<file path="src/soc_pkg.sv">
package soc_pkg;

  // One bus request, held by the master until ack
  typedef struct packed {
    logic        req;
    logic        write;
    logic [15:0] addr;   // Word address
    logic [15:0] wdata;
  } bus_req_t;

  typedef struct packed {
    logic        ack;    // One-cycle pulse
    logic [15:0] rdata;  // Valid with ack
  } bus_rsp_t;

  // Command list word, also the TXDATA layout
  typedef struct packed {
    logic       last;    // End of list, never sent
    logic [5:0] spare;
    logic       dc;
    logic [7:0] data;
  } feed_entry_t;

  // Shield pins as mirrored on the board LEDs
  typedef struct packed {
    logic cs_n;
    logic sclk;
    logic mosi;
    logic dc;
  } lcd_pins_t;

  // Address map
  localparam logic [15:0] RAM_LO     = 16'h0000;
  localparam logic [15:0] RAM_HI     = 16'h0FFF;
  localparam logic [15:0] SPI_TXDATA = 16'h8000;
  localparam logic [15:0] SPI_STATUS = 16'h8001;
  localparam logic [15:0] SPI_CTRL   = 16'h8002;
  localparam logic [15:0] FEED_BASE  = 16'h0000;

  // STATUS bits
  localparam int ST_BUSY    = 0;
  localparam int ST_OVERRUN = 1;

  // CTRL fields
  localparam int CTRL_INV     = 0;
  localparam int CTRL_DIV_LSB = 4;
  localparam int CTRL_DIV_W   = 4;

endpackage

</file>
<file path="src/lcd_spi_regs.sv">
`timescale 1ns/10ps

module lcd_spi_regs (
  input  logic                 clk,
  input  logic                 rst,
  input  soc_pkg::bus_req_t    bus_req,
  output soc_pkg::bus_rsp_t    bus_rsp,
  input  logic                 shift_busy,
  output logic                 load,
  output soc_pkg::feed_entry_t entry,
  output logic [3:0]           div,
  output logic                 inv
);

  logic                 ack_q;
  logic                 acc;
  logic                 tx_wr;
  logic                 st_rd;
  logic                 ctrl_wr;
  logic                 load_q;
  logic                 overrun_q;
  logic                 inv_q;
  logic [3:0]           div_q;
  logic [15:0]          rdata_q;
  logic [15:0]          status_word;
  logic [15:0]          ctrl_word;
  soc_pkg::feed_entry_t entry_q;

  assign acc     = bus_req.req && !ack_q;
  assign tx_wr   = acc && bus_req.write && (bus_req.addr == soc_pkg::SPI_TXDATA);
  assign st_rd   = acc && !bus_req.write && (bus_req.addr == soc_pkg::SPI_STATUS);
  assign ctrl_wr = acc && bus_req.write && (bus_req.addr == soc_pkg::SPI_CTRL);

  always_comb begin
    status_word                       = 16'h0000;
    status_word[soc_pkg::ST_BUSY]     = shift_busy;
    status_word[soc_pkg::ST_OVERRUN]  = overrun_q;
    ctrl_word                         = 16'h0000;
    ctrl_word[soc_pkg::CTRL_INV]      = inv_q;
    ctrl_word[soc_pkg::CTRL_DIV_LSB +: soc_pkg::CTRL_DIV_W] = div_q;
  end

  always_ff @(posedge clk) begin
    if (rst) begin
      ack_q     <= 1'b0;
      load_q    <= 1'b0;
      overrun_q <= 1'b0;
      inv_q     <= 1'b0;
      div_q     <= 4'd0;
    end else begin
      ack_q  <= acc;
      load_q <= tx_wr && !shift_busy;  // Strobe lands in the ack cycle
      if (tx_wr && shift_busy) begin
        overrun_q <= 1'b1;  // Byte dropped
      end else if (st_rd) begin
        overrun_q <= 1'b0;  // Clear on read
      end
      if (ctrl_wr) begin
        inv_q <= bus_req.wdata[soc_pkg::CTRL_INV];
        div_q <= bus_req.wdata[soc_pkg::CTRL_DIV_LSB +: soc_pkg::CTRL_DIV_W];
      end
    end
  end

  always_ff @(posedge clk) begin
    if (tx_wr) begin
      entry_q <= soc_pkg::feed_entry_t'(bus_req.wdata);
    end
    if (acc) begin
      case (bus_req.addr)
        soc_pkg::SPI_STATUS: rdata_q <= status_word;
        soc_pkg::SPI_CTRL:   rdata_q <= ctrl_word;
        default:             rdata_q <= 16'h0000;  // TXDATA is write only
      endcase
    end
  end

  assign bus_rsp = '{ack: ack_q, rdata: rdata_q};
  assign load    = load_q;
  assign entry   = entry_q;
  assign div     = div_q;
  assign inv     = inv_q;

endmodule

</file>
<file path="config.mk">
export PLATFORM = sky130hd
export DESIGN_NAME = lcd_spi_regs
export DESIGN_NICKNAME = d
export VERILOG_FILES = /design/src/soc_pkg.sv /design/src/lcd_spi_regs.sv
export SDC_FILE = /design/constraint.sdc
export NUM_CORES = 1
export LEC_CHECK = 0
export ABC_CLOCK_PERIOD_IN_PS = 2340
export BUFFER_PORTS_ARGS = -buffer_cell sky130_fd_sc_hd__buf_2
export CAP_MARGIN = 20
export CELL_PAD_IN_SITES_DETAIL_PLACEMENT = 1
export CELL_PAD_IN_SITES_GLOBAL_PLACEMENT = 2
export CORE_MARGIN = 4
export CORE_UTILIZATION = 24
export DETAILED_ROUTE_END_ITERATION = 10
export PLACE_DENSITY_LB_ADDON = 0.08
export SLEW_MARGIN = 5
export SYNTH_ARGS = -nofsm -noshare
export SYNTH_HDL_FRONTEND = slang
export SYNTH_SLANG_ARGS = --single-unit
</file>
<file path="constraint.sdc">
create_clock -name clk -period 2.34 [get_ports clk]
set_input_delay 0.351 -clock clk [delete_from_list [all_inputs] [get_ports clk]]
set_output_delay 0.351 -clock clk [all_outputs]
set_load 0.05 [all_outputs]
</file>
==> reports/metrics.cfg, run 1 <==
[sta]
slew_viol_final = 0
maxClockFrequency_ghz = 0.6013
setup_violations = 0
tns_ns = 0
whs_ns = 0.2480
period_share = 0.7107
rsz0062_at_grt = no
hold_violations = 0
fin_skew_ns = 0.007216
period_needed_ns = 1.663

[place]
dpl-instance-area_um2 = 1604
placement.io_buffers = 65
hpwl_mm = 2.419
gp_congestion = 0.7165

[floorplanning]
io_pins = 76
fp.dieW_um = 79.81
rows = 25
initial_utilization = 0.2552
die_area_um2 = 6369
core-area_um2 = 4848
die_y_um = 79.81

[cts]
clk_pin_slew_ns = 0.06
root_buffer = clkbuf_8
cts_tree = yes
cts_resized = 0
clk_latency_ns = 0.27
cts_hold_buf = 0
postCtsSetupBuffers = 0
clock-sinks = 30
numCtsBuffers = 5
clockBufferDepth = 2
cts_max_level = 2

[grt]
use_met1 = 0.1064
met2_usage = 0.1619
grt_busiest_layer = met2
grt_pass1_vias = 1023
gr-total-overflow = 0
antenna_found_initial = 0
grt_max_degree = 17
grt_pass1_wl_mm = 4.595
grt_use_met3 = 0.03499
grt_usage = 0.09587

[logic_synthesis]
avgSynthCellArea_um2 = 13.03
synth_warnings = 0
ys_ff_latch = 30
synth_cell_type_count = 26
synth_cells = 95
yosysSeqAreaShare = 0.6633
syn_area_um2 = 1237

[worst_setup_path]
cp-start-kind = input pin
crit_path_end_kind = register
worstPathArrival_ns = 1.63
crit_fanout = 16
critical_path_required_ns = 2.30
path_class = in2reg

[layout]
final_cell_mix = buf_2, edfxtp_1, conb_1
design_area_um2 = 1685
final_common_cell = buf_2
n_antenna_cell = 0
final_layout_size_suffix_gt1_frac = 0.4671
syn_to_final_growth_pct = 36.20
nets = 203

[pwr]
power.density_nw_per_um2 = 636.7
irDropWorstVdd_mv = 0.1507
p_leak_nw = 0.7274

[route]
dr.pass1.iters = 4
drc = 0
drt_iter0_markers = 41
routed_via_density = 4.047
drt-total-wl_mm = 2.967
ant_nets = 0
detail_route.wl_per_cell_um = 12.68
vias = 947

[worst_hold_path]
hp-class = in2reg

[outcome]
outcome = finished clean

[run]
cap_violations = 0

-- logic make-up after synthesis --
| kind of cell | Yosys count | synth area share |
|---|---|---|
| other | 1 | 0.003030 |
| buffers and inverters | 20 | 0.1011 |
| AOI/OAI and AO/OA | 13 | 0.05864 |
| DFF | 30 | 0.6633 |
| and+or+nand+nor | 31 | 0.1739 |
-- critical path, stage by stage --
cell	delay (ns)
buf_2	0.11
nor4_4	0.32
nand2b_1	0.13
or3_1	0.41
inv_1	0.07
buf_4	0.23
-- path summary, 6_finish.rpt --
kind / to / slack [ns] / cells after the start / start
worst max-delay path: entry[6] / 0.68 / 6 / bus_req[23]
worst min-delay path: entry[15] / 0.25 / 1 / bus_req[15]
worst max register to register: entry[6] / 0.70 / 5 / ack_q
worst min register to register: overrun_q / 0.49 / 2 / overrun_q
-- power by group --
group	switching (mW)	internal, mW
registers	0.00164	0.575
logic	0.0821	0.0329
clock network	0.178	0.204
-- cells in the mapped netlist --
library cell | n | area, um2
conb_1 | 1 | 3.750
a21oi_1 | 5 | 25.02
buf_6 | 1 | 11.26
nand4_1 | 1 | 6.260
nand3_1 | 1 | 5.000
o2bb2ai_1 | 1 | 8.760
clkbuf_2 | 1 | 5.000
nor2b_1 | 3 | 18.77
o21ai_0 | 5 | 25.02
and3b_1 | 1 | 8.760
inv_1 | 7 | 26.28
o311ai_0 | 1 | 8.760
dfxtp_1 | 8 | 160.2
nor4_4 | 2 | 42.54
o21ai_1 | 1 | 5.000
edfxtp_1 | 22 | 660.6
nor4_2 | 1 | 12.51
nand2_1 | 4 | 15.01
and2_1 | 5 | 31.28
nor2_1 | 2 | 7.510
buf_4 | 11 | 82.58
nand2_2 | 1 | 6.260
nand3b_1 | 1 | 7.510
nand2b_1 | 1 | 6.260
or3_1 | 6 | 37.54
nor3_1 | 2 | 10.01
-- state kept, by name, summed over array words and instances, names as in the netlist --
name / count
entry: 16
div: 4
load: 1
overrun_q: 1
inv: 1
ack_q: 1
rdata_q: 6
-- final cells by class --
class	count	area [um2]
clock buffers	6	72.57
clock inverters	2	8.758
fillers	581	3163
inverters	7	26.28
multi-input cells	54	325.3
flip-flops and latches	30	820.8
well taps	67	83.83
repair buffers	68	347.8
-- per-layer routing --
layer,wire [um],part of all wire
met1,1226,0.41
met2,1394,0.47
met3,297,0.10
met4,48,0.016
met5,0,0
-- metrics by stage --
step	power, mW	instances	utilization	worst slack (ns)
2_1_floorplan	0.6707	104	-	0.4813
3_5_place_dp	0.7035	226	0.3308	0.3684
5_1_grt	1.117	234	0.3476	0.5595
4_1_cts	1.088	234	0.3476	0.6595
3_3_place_gp	0.7019	226	0.3308	0.4152
6_report	1.073	234	0.3476	0.6769
No activity file was read; power rests on OpenSTA's default activity.
==> run 2: changes to the inputs <==
Settings changed: ABC_AREA set to 1, ABC_CLOCK_PERIOD_IN_PS 2340 to 1450, CORE_UTILIZATION 24 to 22.
Clock period 2.34 ns to 1.45 ns, I/O delays scaled along.
==> run 2 against run 1 <==
Synthesized area is 8.0% higher. Die area is 16% higher. Wire length is 7.2% higher. Critical path depth is 1 lower. Setup slack worse by 0.44 ns. Via count is 12% higher. Non-clock buffer count is 2 higher. First-iteration DRC count is 27% lower. Sequential power is 61% higher. Core utilization is 3.5 points lower. Global-route usage is 0.17 points lower. Largest cell class unchanged.
==> reports/metrics.cfg, run 2 <==
[logic_synthesis]
synth_edf_count = 22  ; unchanged
ys_ff_latch = 30  ; unchanged
yosysSeqAreaShare = 0.6142  ; -0.04906
yosysTopAreaCellShare = 0.4944  ; -0.03949
syn_area_um2 = 1336  ; +8.0%
ys.flop_type = edfxtp_1
avgSynthCellArea_um2 = 10.28  ; -21%
synth_cell_type_count = 18  ; -31%
synth_warnings = 0  ; unchanged
yosys.area.top_type = edfxtp_1
synth-async-reset-ratio = 0  ; unchanged
ys_top_cells_by_count = nor2_1, edfxtp_1, inv_1
synth_cells = 130  ; +37%
synth_area_leaders = edfxtp_1, dfxtp_1, nor2_1, buf_4, inv_1
synth_most_common_cell = nor2_1

[grt]
grt_pass1_wl_mm = 5.333  ; +16%
grt_pass1_vias = 1173  ; +15%
gr-total-overflow = 0  ; unchanged
grt_max_degree = 17  ; unchanged
grt_usage = 0.09413  ; -0.001739
antenna_found_initial = 0  ; unchanged

[sta]
maxClockFrequency_ghz = 0.8214
tns_ns = 0  ; unchanged
whs_ns = 0.1058  ; -0.1422 ns
period_share = 0.8396
setup_violations = 0  ; unchanged
fin_skew_ns = 0.005831  ; -0.001386 ns
period_needed_ns = 1.217
hold_violations = 0  ; unchanged
setup_ws_ns = 0.2325  ; -0.4444 ns
slew_viol_final = 0  ; unchanged
rsz0062_at_grt = no

[cts]
clockBufferDepth = 2  ; unchanged
cts_hold_buf = 0  ; unchanged
cts_resized = 0  ; unchanged
postCtsSetupBuffers = 0  ; unchanged
root_buffer = clkbuf_8
clk_latency_ns = 0.28  ; about the same
clk_pin_slew_ns = 0.06  ; about the same
cts_max_level = 2  ; unchanged
cts_tree = yes
clock-sinks = 30  ; unchanged
numCtsBuffers = 5  ; unchanged

[layout]
final_cell_mix = buf_2, nor2_1, edfxtp_1
syn_to_final_growth_pct = 38.67
fillers = 690  ; +19%
multi_input_area_um2 = 389.1  ; +20%
regArea_um2 = 820.8  ; unchanged
final_common_cell = buf_2
n_antenna_cell = 0  ; unchanged
largest_reg_flops = 16  ; unchanged
final_layout_size_suffix_gt1_frac = 0.4466  ; -0.02046
nets = 242  ; +19%
design_area_um2 = 1853  ; +9.9%

[floorplanning]
io_pins = 76  ; unchanged
die_area_um2 = 7385  ; +16%
die_y_um = 85.94  ; +7.7%
fp.dieW_um = 85.94  ; +7.7%
initial_utilization = 0.2257  ; -0.02953
core-area_um2 = 5921  ; +22%
rows = 28  ; +12%

[worst_setup_path]
worstPathArrival_ns = 1.21  ; -0.42 ns
critical_path_required_ns = 1.44  ; -0.86 ns
path_class = reg2reg
crit_fanout = 16  ; unchanged
crit_path_end_kind = register
cp-start-kind = register

[pwr]
irDropWorstVdd_mv = 0.3907  ; +160%
p_leak_nw = 0.8954  ; +23%
power.switching_uw = 455.7  ; +74%
p_comb_frac = 0.114  ; +0.007
power.density_nw_per_um2 = 983.7  ; +54%
switching_share = 0.2500  ; +0.006340
power_frac_seq = 0.510  ; -0.027
power_mw = 1.823  ; +70%
p_int_mw = 1.367  ; +68%
clockPowerShare = 0.375  ; +0.020

[place]
pre_cts_ws_ns = 0.1117  ; -0.2566 ns
gp_congestion = 0.6236  ; -13%
hpwl_mm = 2.736  ; +13%
placement.io_buffers = 65  ; unchanged
dpl-instance-area_um2 = 1758  ; +9.6%

[route]
drt-total-wl_mm = 3.180  ; +7.2%
detail_route.wl_per_cell_um = 11.32  ; -11%
routed_via_density = 3.783  ; -6.5%
dr.pass1.iters = 4  ; unchanged
ant_nets = 0  ; unchanged
drc = 0  ; unchanged
vias = 1063  ; +12%
drt_iter0_markers = 30  ; -27%

[worst_hold_path]
hp-class = in2reg

[run]
cap_violations = 0  ; unchanged

[outcome]
outcome = finished clean

## run 2: changes by cell type after synthesis, sizes merged, moves of 5 or more
cell / before / now
or3: 6 / 0
nand4: 1 / 6
o21ai: 6 / 1
a21oi: 5 / 0
inv: 7 / 21
nand2: 5 / 20
nand3: 1 / 6
nor2: 2 / 31
## run 2: per-layer routing
| layer | global-route usage | share of wire | vias to the layer above |
|---|---|---|---|
| li1 | - | - | 543 |
| met1 | 0.09840 | 0.37 | 469 |
| met2 | 0.1647 | 0.52 | 44 |
| met3 | 0.03170 | 0.086 | 7 |
| met4 | 0.05180 | 0.026 | 0 |
| met5 | 0 | 0 | - |
## run 2: kinds of logic (layout without fill, tap and decap cells)
group / after synthesis / in the layout / synth area share
other cells: 1 / 10 / 0.002806
flops: 30 / 30 / 0.6142
simple gates: 66 / 66 / 0.2584
compound gates: 1 / 1 / 0.003742
buf+inv: 32 / 99 / 0.1208
## run 2: path summary, 6_finish.rpt
path | startpoint | to | slack [ns] | cells past startpoint
setup / recovery | ack_q | entry[1] | 0.23 | 5
hold / removal | rst | ack_q | 0.11 | 2
setup reg to reg | ack_q | entry[1] | 0.23 | 5
hold reg to reg | overrun_q | overrun_q | 0.47 | 2
## run 2: through the flow
step | cells | utilization
6_report | 281 | 0.3130
5_1_grt | 281 | 0.3130
4_1_cts | 281 | 0.3130
3_5_place_dp | 273 | 0.2969
3_3_place_gp | 273 | 0.2969
2_1_floorplan | 139 | -
## run 2: power groups by stage
stage / registers [mW] / logic, mW / clock network (mW)
after detailed placement: 0.949 / 0.211 / 0
final: 0.930 / 0.208 / 0.684
after floorplan: 0.976 / 0.127 / 0
after CTS: 0.930 / 0.212 / 0.718
after global placement: 0.949 / 0.207 / 0
after global routing: 0.930 / 0.228 / 0.754
## run 2: final cells by class
| type | count | share of cell area |
|---|---|---|
| Multi-Input combinational cell | 77 | 0.2100 |
| Clock inverter | 2 | 0.006752 |
| Timing Repair Buffer | 70 | 0.2026 |
| Clock buffer | 6 | 0.04456 |
| Sequential cell | 30 | 0.4429 |
| Inverter | 21 | 0.04254 |
| Tap cell | 75 | 0.05064 |
## run 2: critical path: stages (launching register included)
cell	delay, ns
dfxtp_1	0.31
inv_2	0.04
nand2_1	0.09
nor2_4	0.11
and3_2	0.22
buf_12	0.15
==> run 3: changes to the inputs <==
Settings changed: ABC_AREA 1 to 0, ABC_CLOCK_PERIOD_IN_PS 1450 to 1280, CORE_UTILIZATION 22 to 24.
Clock period 1.45 ns to 1.28 ns, I/O delays scaled along.
==> run 3 against run 2 <==
The flow now finishes with violations (setup timing). Global-route usage rose by 0.96 points. Wire length is 2.5% lower. Maximum frequency decreased by 21%. Non-clock buffer count is 4 higher. Sequential cell count unchanged. Register-to-register slack lost 0.49 ns. Final cell count shrank 15%. Core utilization increased by 5.5 points. First-iteration DRC count shrank 27%. Clock skew decreased by 0.0035 ns. Count of clock-buffer cells in the layout is the same. Critical path depth unchanged. Critical path type unchanged. Largest cell class unchanged. Largest power group unchanged. Highest routed layer unchanged.
==> reports/metrics.cfg, run 3 (synthesized netlist as in run 1, its figures left out) <==
[outcome]
outcome = complete, but fails checks
violations = setup timing

[sta]
period_needed_ns = 1.534  ; +0.3162 ns
setup_violations = 23  ; +23
whs_ns = 0.09221  ; -0.01361 ns
maxClockFrequency_ghz = 0.6520  ; -21%
rsz0062_at_grt = yes
fin_skew_ns = 0.002309  ; -0.003521 ns
tns_ns = -4.391  ; -4.391 ns
setup_ws_ns = -0.2537  ; -0.4862 ns
period_share = 1.198  ; +0.3585
slew_viol_final = 0  ; unchanged
hold_violations = 0  ; unchanged

[pwr]
power.density_nw_per_um2 = 1147  ; +17%
irDropWorstVdd_mv = 0.5052  ; +29%
power_mw = 2.046  ; +12%
p_leak_nw = 0.7598  ; -15%

[layout]
n_antenna_cell = 0  ; unchanged
syn_to_final_growth_pct = 44.19
final_layout_size_suffix_gt1_frac = 0.5376  ; +0.09097
largest_reg_flops = 16  ; unchanged
nets = 209  ; -14%
final_common_cell = buf_2
final_cell_mix = buf_2, edfxtp_1, conb_1

[grt]
grt_pass1_vias = 1125  ; -4.1%
antenna_found_initial = 0  ; unchanged
grt_pass1_wl_mm = 5.043  ; -5.4%
grt_usage = 0.1037  ; +0.009595
grt_max_degree = 17  ; unchanged
gr-total-overflow = 0  ; unchanged

[worst_setup_path]
path_class = reg2reg
crit_fanout = 16  ; unchanged
critical_path_required_ns = 1.27  ; -0.17 ns
crit_buf_inv = 2  ; unchanged
cp-start-kind = register
crit_slowest_cell = or3_4
slowest_delay_ns = 0.37  ; +0.06 ns
crit_path_cell_trace = and3b_1, nand4_1, or3_4, clkinvlp_4, buf_12
crit_path_end_kind = register
crit_family = simple AND/OR/NAND/NOR gates
worstPathArrival_ns = 1.52  ; +0.31 ns

[route]
ant_nets = 0  ; unchanged
detail_route.wl_per_cell_um = 12.92  ; +14%
drt_iter0_markers = 22  ; -27%
vias = 980  ; -7.8%
routed_via_density = 4.083  ; +7.9%
drt-total-wl_mm = 3.101  ; -2.5%
drc = 0  ; unchanged
dr.pass1.iters = 2  ; -2

[cts]
clockBufferDepth = 2  ; unchanged
cts_tree = yes
clk_latency_ns = 0.27  ; about the same
root_buffer = clkbuf_8
clock-sinks = 30  ; unchanged
cts_max_level = 2  ; unchanged
cts_hold_buf = 0  ; unchanged
clk_pin_slew_ns = 0.06  ; about the same
numCtsBuffers = 5  ; unchanged

[place]
hpwl_mm = 2.638  ; -3.6%
gp_congestion = 0.7024  ; +13%
placement.io_buffers = 65  ; unchanged

[floorplanning]
rows = 25  ; -11%
core-area_um2 = 4848  ; -18%
initial_utilization = 0.2552  ; +0.02953
die_y_um = 79.81  ; -7.1%
die_area_um2 = 6369  ; -14%
io_pins = 76  ; unchanged
fp.dieW_um = 79.81  ; -7.1%

[worst_hold_path]
hp-class = in2reg

[run]
cap_violations = 0  ; unchanged

## run 3: changes by cell type in the layout (fill, tap and decap cells not counted), moves of 4 or more
cell and change:
nand4_1 -5, nand3_1 -4, a21oi_1 +4, o21ai_0 +5
buf_4 +4, or3_1 +4, and2_1 +4, nor2_1 -23
inv_1 -12, nand2_1 -13
## run 3: area by class of cell
type / count / area, um2
Clock buffer: 6 / 82.58
Clock inverter: 2 / 12.51
Fill cell: 567 / 3064
Inverter: 7 / 30.03
Multi-Input combinational cell: 54 / 347.8
Sequential cell: 30 / 822.0
Tap cell: 67 / 83.83
Timing Repair Buffer: 74 / 405.4
## run 3: worst register-to-register path, cell delays in order, from the launching register on
cell and delay (ns):
dfxtp_2 0.31, and3b_1 0.20, nand4_1 0.13, or3_4 0.37, clkinvlp_4 0.09, buf_12 0.14
## run 3: final timing paths
check,slack [ns],start,to,cells past startpoint
min,0.09,bus_req[13],entry[13],1
max,-0.25,ack_q,entry[14],5
max reg2reg,-0.25,ack_q,entry[14],5
min reg2reg,0.50,inv,inv,2
## run 3: metal layers
layer,GRT usage,vias to the layer above,share of wire
li1,-,465,-
met1,0.1086,463,0.37
met2,0.1895,45,0.52
met3,0.03499,7,0.090
met4,0.04054,0,0.015
met5,0,-,0
## run 3: timing repair
item	in CTS	in global routing
gates resized for setup	2	4
buffers inserted	1	0
endpoints found under the setup margin	23	23
pin swaps	0	1
## run 3: per-stage QoR
stage	std cells	area (um2)	setup WS [ns]	utilization
6_report	240	1784	-0.2537	0.3680
5_1_grt	240	1784	-0.3369	0.3680
4_1_cts	241	1780	-0.2728	0.3672
3_5_place_dp	232	1670	-0.4244	0.3445
3_3_place_gp	232	1670	-0.3974	0.3445
2_1_floorplan	104	1280	-0.2594	-
## run 3: power breakdown
group	internal (mW)	switching [mW]	total (mW)
Sequential	1.05	0.00278	1.05
Clock	0.431	0.338	0.768
Combinational	0.0672	0.156	0.224
Total	1.55	0.497	2.05
